## src/w5500_pkg.sv

```systemverilog
package w5500_pkg;

    typedef logic [7:0] byte_t;
    typedef logic [31:0] ip_addr_t;
    typedef logic [15:0] udp_port_t;
    typedef logic [15:0] buf_ptr_t;
    // Wide enough for the longest frame, a pull of 152 bits
    typedef logic [7:0] bit_cnt_t;

    localparam int payload_bits = 64;
    localparam int payload_bytes = payload_bits / 8;
    typedef logic [payload_bits-1:0] payload_t;

    localparam int cmd_frame_bits = 32;
    localparam int push_frame_bits = 24 + payload_bits;
    // Header, UDP info block of 8 bytes, then the payload
    localparam int rx_frame_bits = 24 + 64 + payload_bits;

    localparam logic [31:0] msg_id = 32'h7469_7277;

    localparam logic [47:0] local_mac = 48'hAAAF_FACC_E31C;
    localparam ip_addr_t local_ip = {8'd192, 8'd168, 8'd10, 8'd193};
    localparam ip_addr_t gateway_ip = {8'd192, 8'd168, 8'd10, 8'd1};
    localparam ip_addr_t subnet_mask = {8'd255, 8'd255, 8'd255, 8'd0};
    localparam udp_port_t local_port = 16'd2390;
    localparam ip_addr_t default_peer_ip = {8'd192, 8'd168, 8'd10, 8'd2};
    localparam udp_port_t default_peer_port = 16'd2390;

    localparam int rx_poll_cycles = 10;
    localparam int unsigned timeout_cycles_default = 4_800_000;
    localparam int init_steps = 32;

    typedef struct packed {
        logic [15:0] addr;
        byte_t ctrl;
        byte_t data;
    } w5500_cmd_t;

    typedef struct packed {
        ip_addr_t ip;
        udp_port_t port;
    } peer_t;

    typedef enum logic [1:0] {cmd, push, pull} frame_kind_t;

    typedef enum logic [3:0] {
        seq_init, seq_status, seq_idle, seq_rsr, seq_pull, seq_rd_lo, seq_rd_hi,
        seq_recv, seq_dest, seq_push, seq_wr_lo, seq_wr_hi, seq_send
    } seq_state_t;

    // Control phase: block select, read/write bit, variable length mode
    localparam byte_t write_reg = 8'h04;
    localparam byte_t write_s0 = 8'h0C;
    localparam byte_t read_s0 = 8'h08;
    localparam byte_t tx_buf_write = 8'h14;
    localparam byte_t rx_buf_read = 8'h18;

    // Common registers
    localparam logic [15:0] gar = 16'h0001;
    localparam logic [15:0] subr = 16'h0005;
    localparam logic [15:0] shar = 16'h0009;
    localparam logic [15:0] sipr = 16'h000F;
    localparam logic [15:0] phycfgr = 16'h002E;

    // Socket registers, multi-byte ones are big endian
    localparam logic [15:0] sn_mr = 16'h0000;
    localparam logic [15:0] sn_cr = 16'h0001;
    localparam logic [15:0] sn_sr = 16'h0003;
    localparam logic [15:0] sn_port = 16'h0004;
    localparam logic [15:0] sn_dipr = 16'h000C;
    localparam logic [15:0] sn_dport = 16'h0010;
    localparam logic [15:0] sn_rxbuf_size = 16'h001E;
    localparam logic [15:0] sn_txbuf_size = 16'h001F;
    localparam logic [15:0] sn_tx_wr = 16'h0024;
    localparam logic [15:0] sn_rx_rsr = 16'h0026;
    localparam logic [15:0] sn_rx_rd = 16'h0028;

    localparam byte_t phy_mode = 8'hD8;
    localparam byte_t sock_mode_udp = 8'h02;
    localparam byte_t buf_size_kb = 8'd16;
    localparam byte_t sock_udp_status = 8'h22;
    localparam byte_t cmd_open = 8'h01;
    localparam byte_t cmd_send = 8'h20;
    localparam byte_t cmd_recv = 8'h40;

endpackage

```

## src/spi_frame_engine.sv

```systemverilog
`timescale 1ns/10ps

module spi_frame_engine (
    input  logic                   clk,
    input  logic                   reset,
    input  logic                   start,
    input  w5500_pkg::frame_kind_t kind,
    input  w5500_pkg::w5500_cmd_t  cmd,
    input  w5500_pkg::payload_t    push_data,
    input  logic                   miso,
    output logic                   sck,
    output logic                   mosi,
    output logic                   ssel_n,
    output logic                   done,
    output w5500_pkg::byte_t       read_byte,
    output logic                   sample,
    output logic                   sample_bit
);
    import w5500_pkg::*;

    logic active;
    frame_kind_t kind_q;
    bit_cnt_t bit_cnt;
    bit_cnt_t frame_len;
    logic [push_frame_bits-1:0] tx_shift;

    // Outgoing bits leave from the top, zeros fill in behind
    assign mosi = tx_shift[push_frame_bits-1];

    always_ff @(posedge clk) begin
        done <= 1'b0;
        sample <= 1'b0;
        if (reset) begin
            active <= 1'b0;
            sck <= 1'b0;
            ssel_n <= 1'b1;
            bit_cnt <= '0;
            tx_shift <= '0;
        end else if (start && !active) begin
            active <= 1'b1;
            ssel_n <= 1'b0;
            sck <= 1'b0;
            bit_cnt <= '0;
            kind_q <= kind;
            case (kind)
                push: begin
                    tx_shift <= {cmd.addr, cmd.ctrl, push_data};
                    frame_len <= bit_cnt_t'(push_frame_bits);
                end
                pull: begin
                    tx_shift <= {cmd.addr, cmd.ctrl, payload_t'(0)};
                    frame_len <= bit_cnt_t'(rx_frame_bits);
                end
                default: begin
                    tx_shift <= {cmd, {(push_frame_bits - cmd_frame_bits){1'b0}}};
                    frame_len <= bit_cnt_t'(cmd_frame_bits);
                end
            endcase
        end else if (active) begin
            if (bit_cnt == frame_len) begin
                active <= 1'b0;
                ssel_n <= 1'b1;
                done <= 1'b1;
            end else if (!sck) begin
                // Rising edge of sck, miso has been stable since the last fall
                sck <= 1'b1;
                sample <= (kind_q == pull);
                sample_bit <= miso;
                if (kind_q == w5500_pkg::cmd) begin
                    read_byte <= {read_byte[6:0], miso};
                end
            end else begin
                sck <= 1'b0;
                bit_cnt <= bit_cnt + 8'd1;
                tx_shift <= {tx_shift[push_frame_bits-2:0], 1'b0};
            end
        end
    end

endmodule

```

## src/w5500_init_rom.sv

```systemverilog
`timescale 1ns/10ps

module w5500_init_rom (
    input  logic [4:0]            step,
    output w5500_pkg::w5500_cmd_t cmd
);
    import w5500_pkg::*;

    // Multi-byte values go out most significant byte first
    always_comb begin
        case (step) inside
            5'd0: cmd = {phycfgr, write_reg, phy_mode};
            [5'd1:5'd6]:
                cmd = {shar + 16'(step - 5'd1), write_reg, local_mac[8 * (7 - step) - 1 -: 8]};
            [5'd7:5'd10]:
                cmd = {sipr + 16'(step - 5'd7), write_reg, local_ip[8 * (11 - step) - 1 -: 8]};
            [5'd11:5'd14]:
                cmd = {gar + 16'(step - 5'd11), write_reg, gateway_ip[8 * (15 - step) - 1 -: 8]};
            [5'd15:5'd18]:
                cmd = {subr + 16'(step - 5'd15), write_reg, subnet_mask[8 * (19 - step) - 1 -: 8]};
            5'd19: cmd = {sn_mr, write_s0, sock_mode_udp};
            5'd20: cmd = {sn_rxbuf_size, write_s0, buf_size_kb};
            5'd21: cmd = {sn_txbuf_size, write_s0, buf_size_kb};
            5'd22: cmd = {sn_port, write_s0, local_port[15:8]};
            5'd23: cmd = {sn_port + 16'd1, write_s0, local_port[7:0]};
            5'd24: cmd = {sn_cr, write_s0, cmd_open};
            [5'd25:5'd28]:
                cmd = {sn_dipr + 16'(step - 5'd25), write_s0,
                       default_peer_ip[8 * (29 - step) - 1 -: 8]};
            5'd29: cmd = {sn_dport, write_s0, default_peer_port[15:8]};
            5'd30: cmd = {sn_dport + 16'd1, write_s0, default_peer_port[7:0]};
            // Last step reads back the socket status
            default: cmd = {sn_sr, read_s0, 8'h00};
        endcase
    end

endmodule

```

## src/udp_rx_decoder.sv

```systemverilog
`timescale 1ns/10ps

module udp_rx_decoder (
    input  logic                clk,
    input  logic                reset,
    input  logic                sample,
    input  logic                sample_bit,
    input  logic                commit,
    output w5500_pkg::peer_t    peer,
    output w5500_pkg::payload_t rx_data
);
    import w5500_pkg::*;

    // Frame layout: SPI header, sender IP, sender port, length, payload
    logic [rx_frame_bits-1:0] frame;
    payload_t frame_payload;

    assign frame_payload = frame[payload_bits-1:0];

    always_ff @(posedge clk) begin
        if (sample) begin
            frame <= {frame[rx_frame_bits-2:0], sample_bit};
        end
    end

    always_ff @(posedge clk) begin
        if (reset) begin
            peer <= '{ip: default_peer_ip, port: default_peer_port};
            rx_data <= '0;
        end else if (commit && frame_payload[payload_bits-1 -: 32] == msg_id) begin
            peer.ip <= frame[payload_bits + 63 -: 32];
            peer.port <= frame[payload_bits + 31 -: 16];
            rx_data <= frame_payload;
        end
    end

endmodule

```

## src/w5500_sequencer.sv

```systemverilog
`timescale 1ns/10ps

module w5500_sequencer (
    input  logic                   clk,
    input  logic                   reset,
    input  logic                   done,
    input  w5500_pkg::byte_t       read_byte,
    input  w5500_pkg::w5500_cmd_t  init_cmd,
    input  w5500_pkg::peer_t       peer,
    input  logic                   tx_request,
    input  w5500_pkg::payload_t    tx_data,
    output logic                   start,
    output w5500_pkg::frame_kind_t kind,
    output w5500_pkg::w5500_cmd_t  cmd,
    output w5500_pkg::payload_t    push_data,
    output logic [4:0]             step,
    output logic                   commit,
    output logic                   rx_accepted,
    output logic                   tx_taken
);
    import w5500_pkg::*;

    seq_state_t state;
    logic waiting;
    logic [3:0] poll_cnt;
    logic [2:0] dest_idx;
    logic good_len;
    logic size_ok;
    byte_t rx_size;
    buf_ptr_t rd_ptr;
    buf_ptr_t wr_ptr;
    buf_ptr_t rd_next;
    buf_ptr_t wr_next;

    assign size_ok = (read_byte == byte_t'(payload_bytes + 8));
    assign rd_next = rd_ptr + buf_ptr_t'(rx_size);
    assign wr_next = wr_ptr + buf_ptr_t'(payload_bytes);

    always_ff @(posedge clk) begin
        start <= 1'b0;
        commit <= 1'b0;
        rx_accepted <= 1'b0;
        tx_taken <= 1'b0;
        if (reset) begin
            state <= seq_init;
            waiting <= 1'b0;
            step <= '0;
            poll_cnt <= '0;
            dest_idx <= '0;
            good_len <= 1'b0;
            rd_ptr <= '0;
            wr_ptr <= '0;
        end else if (waiting) begin
            if (done) begin
                waiting <= 1'b0;
                case (state)
                    seq_init: begin
                        step <= step + 5'd1;
                        if (step == 5'(init_steps - 1)) begin
                            state <= (read_byte == sock_udp_status) ? seq_idle : seq_status;
                        end
                    end
                    seq_status: begin
                        if (read_byte == sock_udp_status) begin
                            state <= seq_idle;
                        end
                    end
                    seq_rsr: begin
                        rx_size <= read_byte;
                        good_len <= size_ok;
                        if (read_byte == 8'd0) begin
                            state <= seq_idle;
                        end else begin
                            state <= size_ok ? seq_pull : seq_rd_lo;
                        end
                    end
                    seq_pull: begin
                        commit <= 1'b1;
                        state <= seq_rd_lo;
                    end
                    seq_rd_lo: state <= seq_rd_hi;
                    seq_rd_hi: state <= seq_recv;
                    seq_recv: begin
                        rd_ptr <= rd_next;
                        dest_idx <= '0;
                        state <= good_len ? seq_dest : seq_idle;
                    end
                    seq_dest: begin
                        if (dest_idx == 3'd5) begin
                            rx_accepted <= 1'b1;
                            state <= seq_idle;
                        end else begin
                            dest_idx <= dest_idx + 3'd1;
                        end
                    end
                    seq_push: state <= seq_wr_lo;
                    seq_wr_lo: state <= seq_wr_hi;
                    seq_wr_hi: state <= seq_send;
                    default: begin
                        wr_ptr <= wr_next;
                        tx_taken <= 1'b1;
                        state <= seq_idle;
                    end
                endcase
            end
        end else if (state == seq_idle) begin
            // tx_request is still high for the cycle after tx_taken
            if (tx_request && !tx_taken) begin
                state <= seq_push;
            end else if (poll_cnt == 4'(rx_poll_cycles)) begin
                poll_cnt <= '0;
                state <= seq_rsr;
            end else begin
                poll_cnt <= poll_cnt + 4'd1;
            end
        end else begin
            start <= 1'b1;
            waiting <= 1'b1;
            kind <= w5500_pkg::cmd;
            case (state)
                seq_init: cmd <= init_cmd;
                seq_status: cmd <= {sn_sr, read_s0, 8'h00};
                seq_rsr: cmd <= {sn_rx_rsr + 16'd1, read_s0, 8'h00};
                seq_pull: begin
                    kind <= pull;
                    cmd <= {rd_ptr, rx_buf_read, 8'h00};
                end
                seq_rd_lo: cmd <= {sn_rx_rd + 16'd1, write_s0, rd_next[7:0]};
                seq_rd_hi: cmd <= {sn_rx_rd, write_s0, rd_next[15:8]};
                seq_recv: cmd <= {sn_cr, write_s0, cmd_recv};
                // DIPR and DPORT are contiguous, six bytes in all
                seq_dest: cmd <= {sn_dipr + 16'(dest_idx), write_s0, peer[8 * (5 - dest_idx) +: 8]};
                seq_push: begin
                    kind <= push;
                    cmd <= {wr_ptr, tx_buf_write, 8'h00};
                    push_data <= tx_data;
                end
                seq_wr_lo: cmd <= {sn_tx_wr + 16'd1, write_s0, wr_next[7:0]};
                seq_wr_hi: cmd <= {sn_tx_wr, write_s0, wr_next[15:8]};
                default: cmd <= {sn_cr, write_s0, cmd_send};
            endcase
        end
    end

endmodule

```

## src/echo_control.sv

```systemverilog
`timescale 1ns/10ps

module echo_control #(
    parameter int unsigned timeout_cycles = w5500_pkg::timeout_cycles_default
) (
    input  logic clk,
    input  logic reset,
    input  logic rx_accepted,
    input  logic tx_taken,
    output logic tx_request,
    output logic pkg_timeout
);

    logic [31:0] watchdog_cnt;

    // Counter holds at the limit until the next accepted datagram
    always_ff @(posedge clk) begin
        if (reset) begin
            watchdog_cnt <= '0;
            pkg_timeout <= 1'b0;
        end else if (rx_accepted) begin
            watchdog_cnt <= '0;
            pkg_timeout <= 1'b0;
        end else if (watchdog_cnt == timeout_cycles) begin
            pkg_timeout <= 1'b1;
        end else begin
            watchdog_cnt <= watchdog_cnt + 32'd1;
        end
    end

    always_ff @(posedge clk) begin
        if (reset) begin
            tx_request <= 1'b0;
        end else if (rx_accepted) begin
            tx_request <= 1'b1;
        end else if (tx_taken) begin
            tx_request <= 1'b0;
        end
    end

endmodule

```

## src/udp_echo_top.sv

```systemverilog
`timescale 1ns/10ps

module udp_echo_top #(
    parameter int unsigned timeout_cycles = w5500_pkg::timeout_cycles_default
) (
    input  logic                clk,
    input  logic                reset,
    input  logic                miso,
    output logic                sck,
    output logic                mosi,
    output logic                ssel_n,
    input  w5500_pkg::payload_t tx_data,
    output w5500_pkg::payload_t rx_data,
    output logic                pkg_timeout
);
    import w5500_pkg::*;

    logic start;
    logic done;
    logic sample;
    logic sample_bit;
    logic commit;
    logic rx_accepted;
    logic tx_request;
    logic tx_taken;
    logic [4:0] step;
    frame_kind_t kind;
    w5500_cmd_t frame_cmd;
    w5500_cmd_t init_cmd;
    payload_t push_data;
    byte_t read_byte;
    peer_t peer;

    spi_frame_engine engine (
        .clk, .reset, .start, .kind, .cmd(frame_cmd), .push_data, .miso,
        .sck, .mosi, .ssel_n, .done, .read_byte, .sample, .sample_bit
    );

    w5500_init_rom init_rom (.step, .cmd(init_cmd));

    udp_rx_decoder decoder (
        .clk, .reset, .sample, .sample_bit, .commit, .peer, .rx_data
    );

    w5500_sequencer sequencer (
        .clk, .reset, .done, .read_byte, .init_cmd, .peer, .tx_request, .tx_data,
        .start, .kind, .cmd(frame_cmd), .push_data, .step, .commit, .rx_accepted, .tx_taken
    );

    echo_control #(.timeout_cycles(timeout_cycles)) echo (
        .clk, .reset, .rx_accepted, .tx_taken, .tx_request, .pkg_timeout
    );

endmodule

```

## config.mk

```make
export PLATFORM = sky130hd
export DESIGN_NAME = udp_echo_top
export DESIGN_NICKNAME = d
export VERILOG_FILES = /design/src/w5500_pkg.sv /design/src/spi_frame_engine.sv /design/src/w5500_init_rom.sv /design/src/udp_rx_decoder.sv /design/src/w5500_sequencer.sv /design/src/echo_control.sv /design/src/udp_echo_top.sv
export SDC_FILE = /design/constraint.sdc
export NUM_CORES = 1
export LEC_CHECK = 0
export BUFFER_PORTS_ARGS = -buffer_cell sky130_fd_sc_hd__buf_4
export CAP_MARGIN = 15
export CORE_ASPECT_RATIO = 1.4
export CORE_MARGIN = 5
export CORE_UTILIZATION = 50
export DETAILED_ROUTE_END_ITERATION = 8
export HOLD_SLACK_MARGIN = 0.15
export MAX_ROUTING_LAYER = met4
export PLACE_DENSITY_LB_ADDON = 0.2
export SLEW_MARGIN = 30
export SYNTH_ARGS = -nofsm -noshare
export SYNTH_HDL_FRONTEND = slang
export SYNTH_SLANG_ARGS = --single-unit
```

## constraint.sdc

```tcl
create_clock -name clk -period 8.2 [get_ports clk]
set_input_delay 0.82 -clock clk [delete_from_list [all_inputs] [get_ports clk]]
set_output_delay 0.82 -clock clk [all_outputs]
set_load 0.02 [all_outputs]
```

==> results.txt <==
----------------------------------------------------
[Die]
  Die Y ... 268 um
  Site row count ... 94
  IO Count ... 135
  X dimension of the die ... 195 um
  Starting utilization of the core area ... 0.506
  CORE AREA ... 47200 sq um
  Die area ... 52200 sq um

[Timing]
  Worst-case clock skew ... 41.8 ps
  Final Cycle Share ... 0.505
  Final worst setup slack ... 4060 ps
  Final hold violation count ... 0
  Tightest Pin Transition ... 986 ps
  Final Max Slew Viols ... 0
  Time the worst path needs with I/O delays and setup ... 4140 ps
  Maximum clock frequency ... 242 MHz
  Relative max-transition margin ... 0.334
  # setup viols final ... 0
  Unrepaired setup endpoints after global routing ... no
  Setup TNS ... 0 ps
  Min Hold Slack ... 390 ps

[Clock tree]
  Number of setup buffers added after CTS ... 0
  Clock tree from TritonCTS ... yes
  Clock H-tree levels ... 2
  Deepest clock path buffer count ... 3
  Number of buffers inserted during clock tree synthesis ... 52
  Clk_lat worst skew ... 620 ps
  Clock slew at reported path FFs ... 60 ps
  # clock sinks ... 542
  Root Buffer Master ... clkbuf_16
  Hold buffer count at cts ... 0
  Number of gates given a new drive strength after cts ... 0

[Worst setup path]
  Top delay family on crit path ... flip-flops
  Number of buffer and inverter stages on the critical path ... 2
  Critical path's most frequent cell ... ha_1
  Setup crit end kind ... flip-flop
  Critical path's slowest cell ... dfxtp_1
  Critical path required time ... 8530 ps
  Maximum fanout encountered on the critical timing path ... 21
  Slowest cell delay on critical path ... 870 ps
  Startpoint type of the worst setup path ... flip-flop
  Worst EP arrival ... 4470 ps
  Critical Path, Cell by Cell ... inv_1 > ha_1 > a21boi_1 > xnor2_1 > inv_1 > ha_1 > or3_1 > ha_1 > nand3_1 > a21oi_1 > mux2_2 > a221o_1
  Worst Setup Path Type ... flip-flop to flip-flop

[Route]
  First-pass DRT Iterations ... 5
  Routed wire length ... 62.3 mm
  Total via count after detailed routing ... 18000
  Per-cell routed wire length ... 20.1 um
  Detail Route Antenna Nets ... 0
  Ratio of routed vias to standard cells ... 5.80
  Initial drt markers ... 1229
  Count of unresolved DRC violations after routing ... 0

[Hold path]
  Type of the most critical hold path ... primary input to flip-flop

[Yosys]
  Share of the synthesized area in the top cell type ... 0.307
  Most common flop cell mapped by yosys ... dfxtp_1
  Post-Synthesis Cells ... 2376
  Sequential element share of the synthesized area ... 0.557
  Main area contributors after synthesis ... edfxtp_1 (31%), dfxtp_1 (25%), nand2_1 (7.2%)
  EDFF count, synth ... 244
  Ys Warns ... 0
  Number of distinct standard cells referenced by the synthesized netlist ... 93
  Top-count cell post-synth ... nand2_1
  Average cell area after synthesis ... 10.0 sq um
  Number of storage elements in the synthesis netlist ... 542
  Post-synthesis cell type with the largest combined area ... edfxtp_1
  Post-Syn Area ... 23800 sq um
  Synth cell count leaders ... nand2_1 (459), dfxtp_1 (298), edfxtp_1 (244)
  Syn_nets ... 2512
  Share of synthesized registers carrying an async set or reset ... 0

[Pwr]
  Share of power burned in combinational logic ... 0.027
  Overall Power ... 5.52 mW
  Sequential Power Share ... 0.520
  Switching pwr ... 1.17 mW
  Static leakage power ... 9.22 nW
  Switching part of the total ... 0.211
  Areal power density over the cells ... 204 nW/um^2
  Part of the total power dissipated in the clock network ... 0.453
  Worst voltage drop across the vdd grid ... 0.174 mV
  P_int ... 4.35 mW

[Global routing]
  Initial antenna violation count ... 0
  Remaining global-route overflow ... 0
  Pin count of the biggest net entering global routing ... 105
  GRT Total Usage ... 0.237
  Wire length of the first global-routing pass ... 98.0 mm
  Number of global-route vias before repair ... 18000

[Placement]
  Total placed instance area ... 25200 sq um
  IO Port Bufs ... 134
  Placed instance count ... 3005
  HPWL after detailed placement ... 42.4 mm
  Routability cong. ... 0.921
  Post-Place Setup Slack ... 4120 ps

[Cells and area]
  Number of cells in the finished layout apart from fillers ... 3103
  Count of antenna diodes in the layout ... 0
  Ratio of cells with drive above 1 in the final layout ... 0.116
  Final-stage net count ... 2571
  Final cell area excluding filler cells ... 27100 sq um
  Total area of multi-input combinational cells ... 9860 sq um
  Number of fill cells in the layout ... 4118
  Layout overhead on the synthesized area ... 13.5%
  Post-Route Utilization ... 0.574
  Sequential Area ... 13300 sq um

[Flow run]
  Max Cap Viol ... 0

[Outcome]
  Result of the run ... finished, final reports clean

----------------------------------------------------
metal layers:
metal,up-vias,part of all wire,GRT usage
li1,8651,-,-
met1,8692,0.42,0.286
met2,489,0.49,0.399
met3,152,0.043,0.0337
met4,0,0.048,0.108
met5,-,0,-
cell usage in the layout, fill, tap and decap left out, types with 51 or more instances in the layout:
cell type and instances:
a311oi_1 84, clkbuf_16 53, edfxtp_1 244, nor2_1 174
dfxtp_1 297, nand2_1 459, xnor2_1 51, o21ai_0 76
ha_1 67, buf_4 150, a21oi_1 224
path summary, 6_finish.rpt:
path                     start                      end  slack (ps)  depth (start not counted)
min                tx_data[37]  sequencer.push_data[37]         390                          1
max reg2reg  sequencer.step[2]        sequencer.cmd[30]        4060                         12
max          sequencer.step[2]        sequencer.cmd[30]        4060                         12
min reg2reg  decoder.frame[72]        decoder.frame[73]         420                          0
state kept, by name (all words and copies together), names as in the netlist, 5 cells and up:
name / count
decoder.frame: 128
engine.tx_shift: 88
decoder.rx_data: 64
sequencer.push_data: 64
decoder.peer: 48
echo.watchdog_cnt: 32
sequencer.cmd: 27
sequencer.rd_ptr: 16
sequencer.wr_ptr: 13
engine.bit_cnt: 8
engine.read_byte: 8
sequencer.rx_size: 8
sequencer.step: 5
worst reg2reg max path, stage by stage, from the launching register on:
cell and delay [ps]:
dfxtp_1 870, inv_1 390, ha_1 320, a21boi_1 160, xnor2_1 430, inv_1 160
ha_1 250, or3_1 380, ha_1 190, nand3_1 80, a21oi_1 80, mux2_2 280
a221o_1 300
layout make-up:
cell class | instances | area share
Clock buffer | 71 | 0.0537
Sequential cell | 542 | 0.491
Timing Repair Buffer | 154 | 0.0433
Tap cell | 624 | 0.0288
Clock inverter | 27 | 0.0131
Multi-Input combinational cell | 1646 | 0.364
Inverter | 39 | 0.00541
power by group through the flow:
stage	combinational [mW]	clock, mW	sequential (mW)
2_1_floorplan	0.0950	0	2.92
3_3_place_gp	0.147	0	2.93
3_5_place_dp	0.149	0	2.93
4_1_cts	0.151	2.56	2.87
5_1_grt	0.166	2.68	2.87
6_report	0.150	2.50	2.87
logic make-up after synthesis:
| logic type | count (synthesis) | synth area share |
|---|---|---|
| simple gates | 910 | 0.175 |
| compound gates | 544 | 0.148 |
| buf+inv | 188 | 0.0317 |
| xor+xnor | 103 | 0.0387 |
| fa+ha+maj | 69 | 0.0365 |
| mux | 20 | 0.0127 |
| flops | 542 | 0.557 |
No activity file was read; power rests on OpenSTA's default activity.
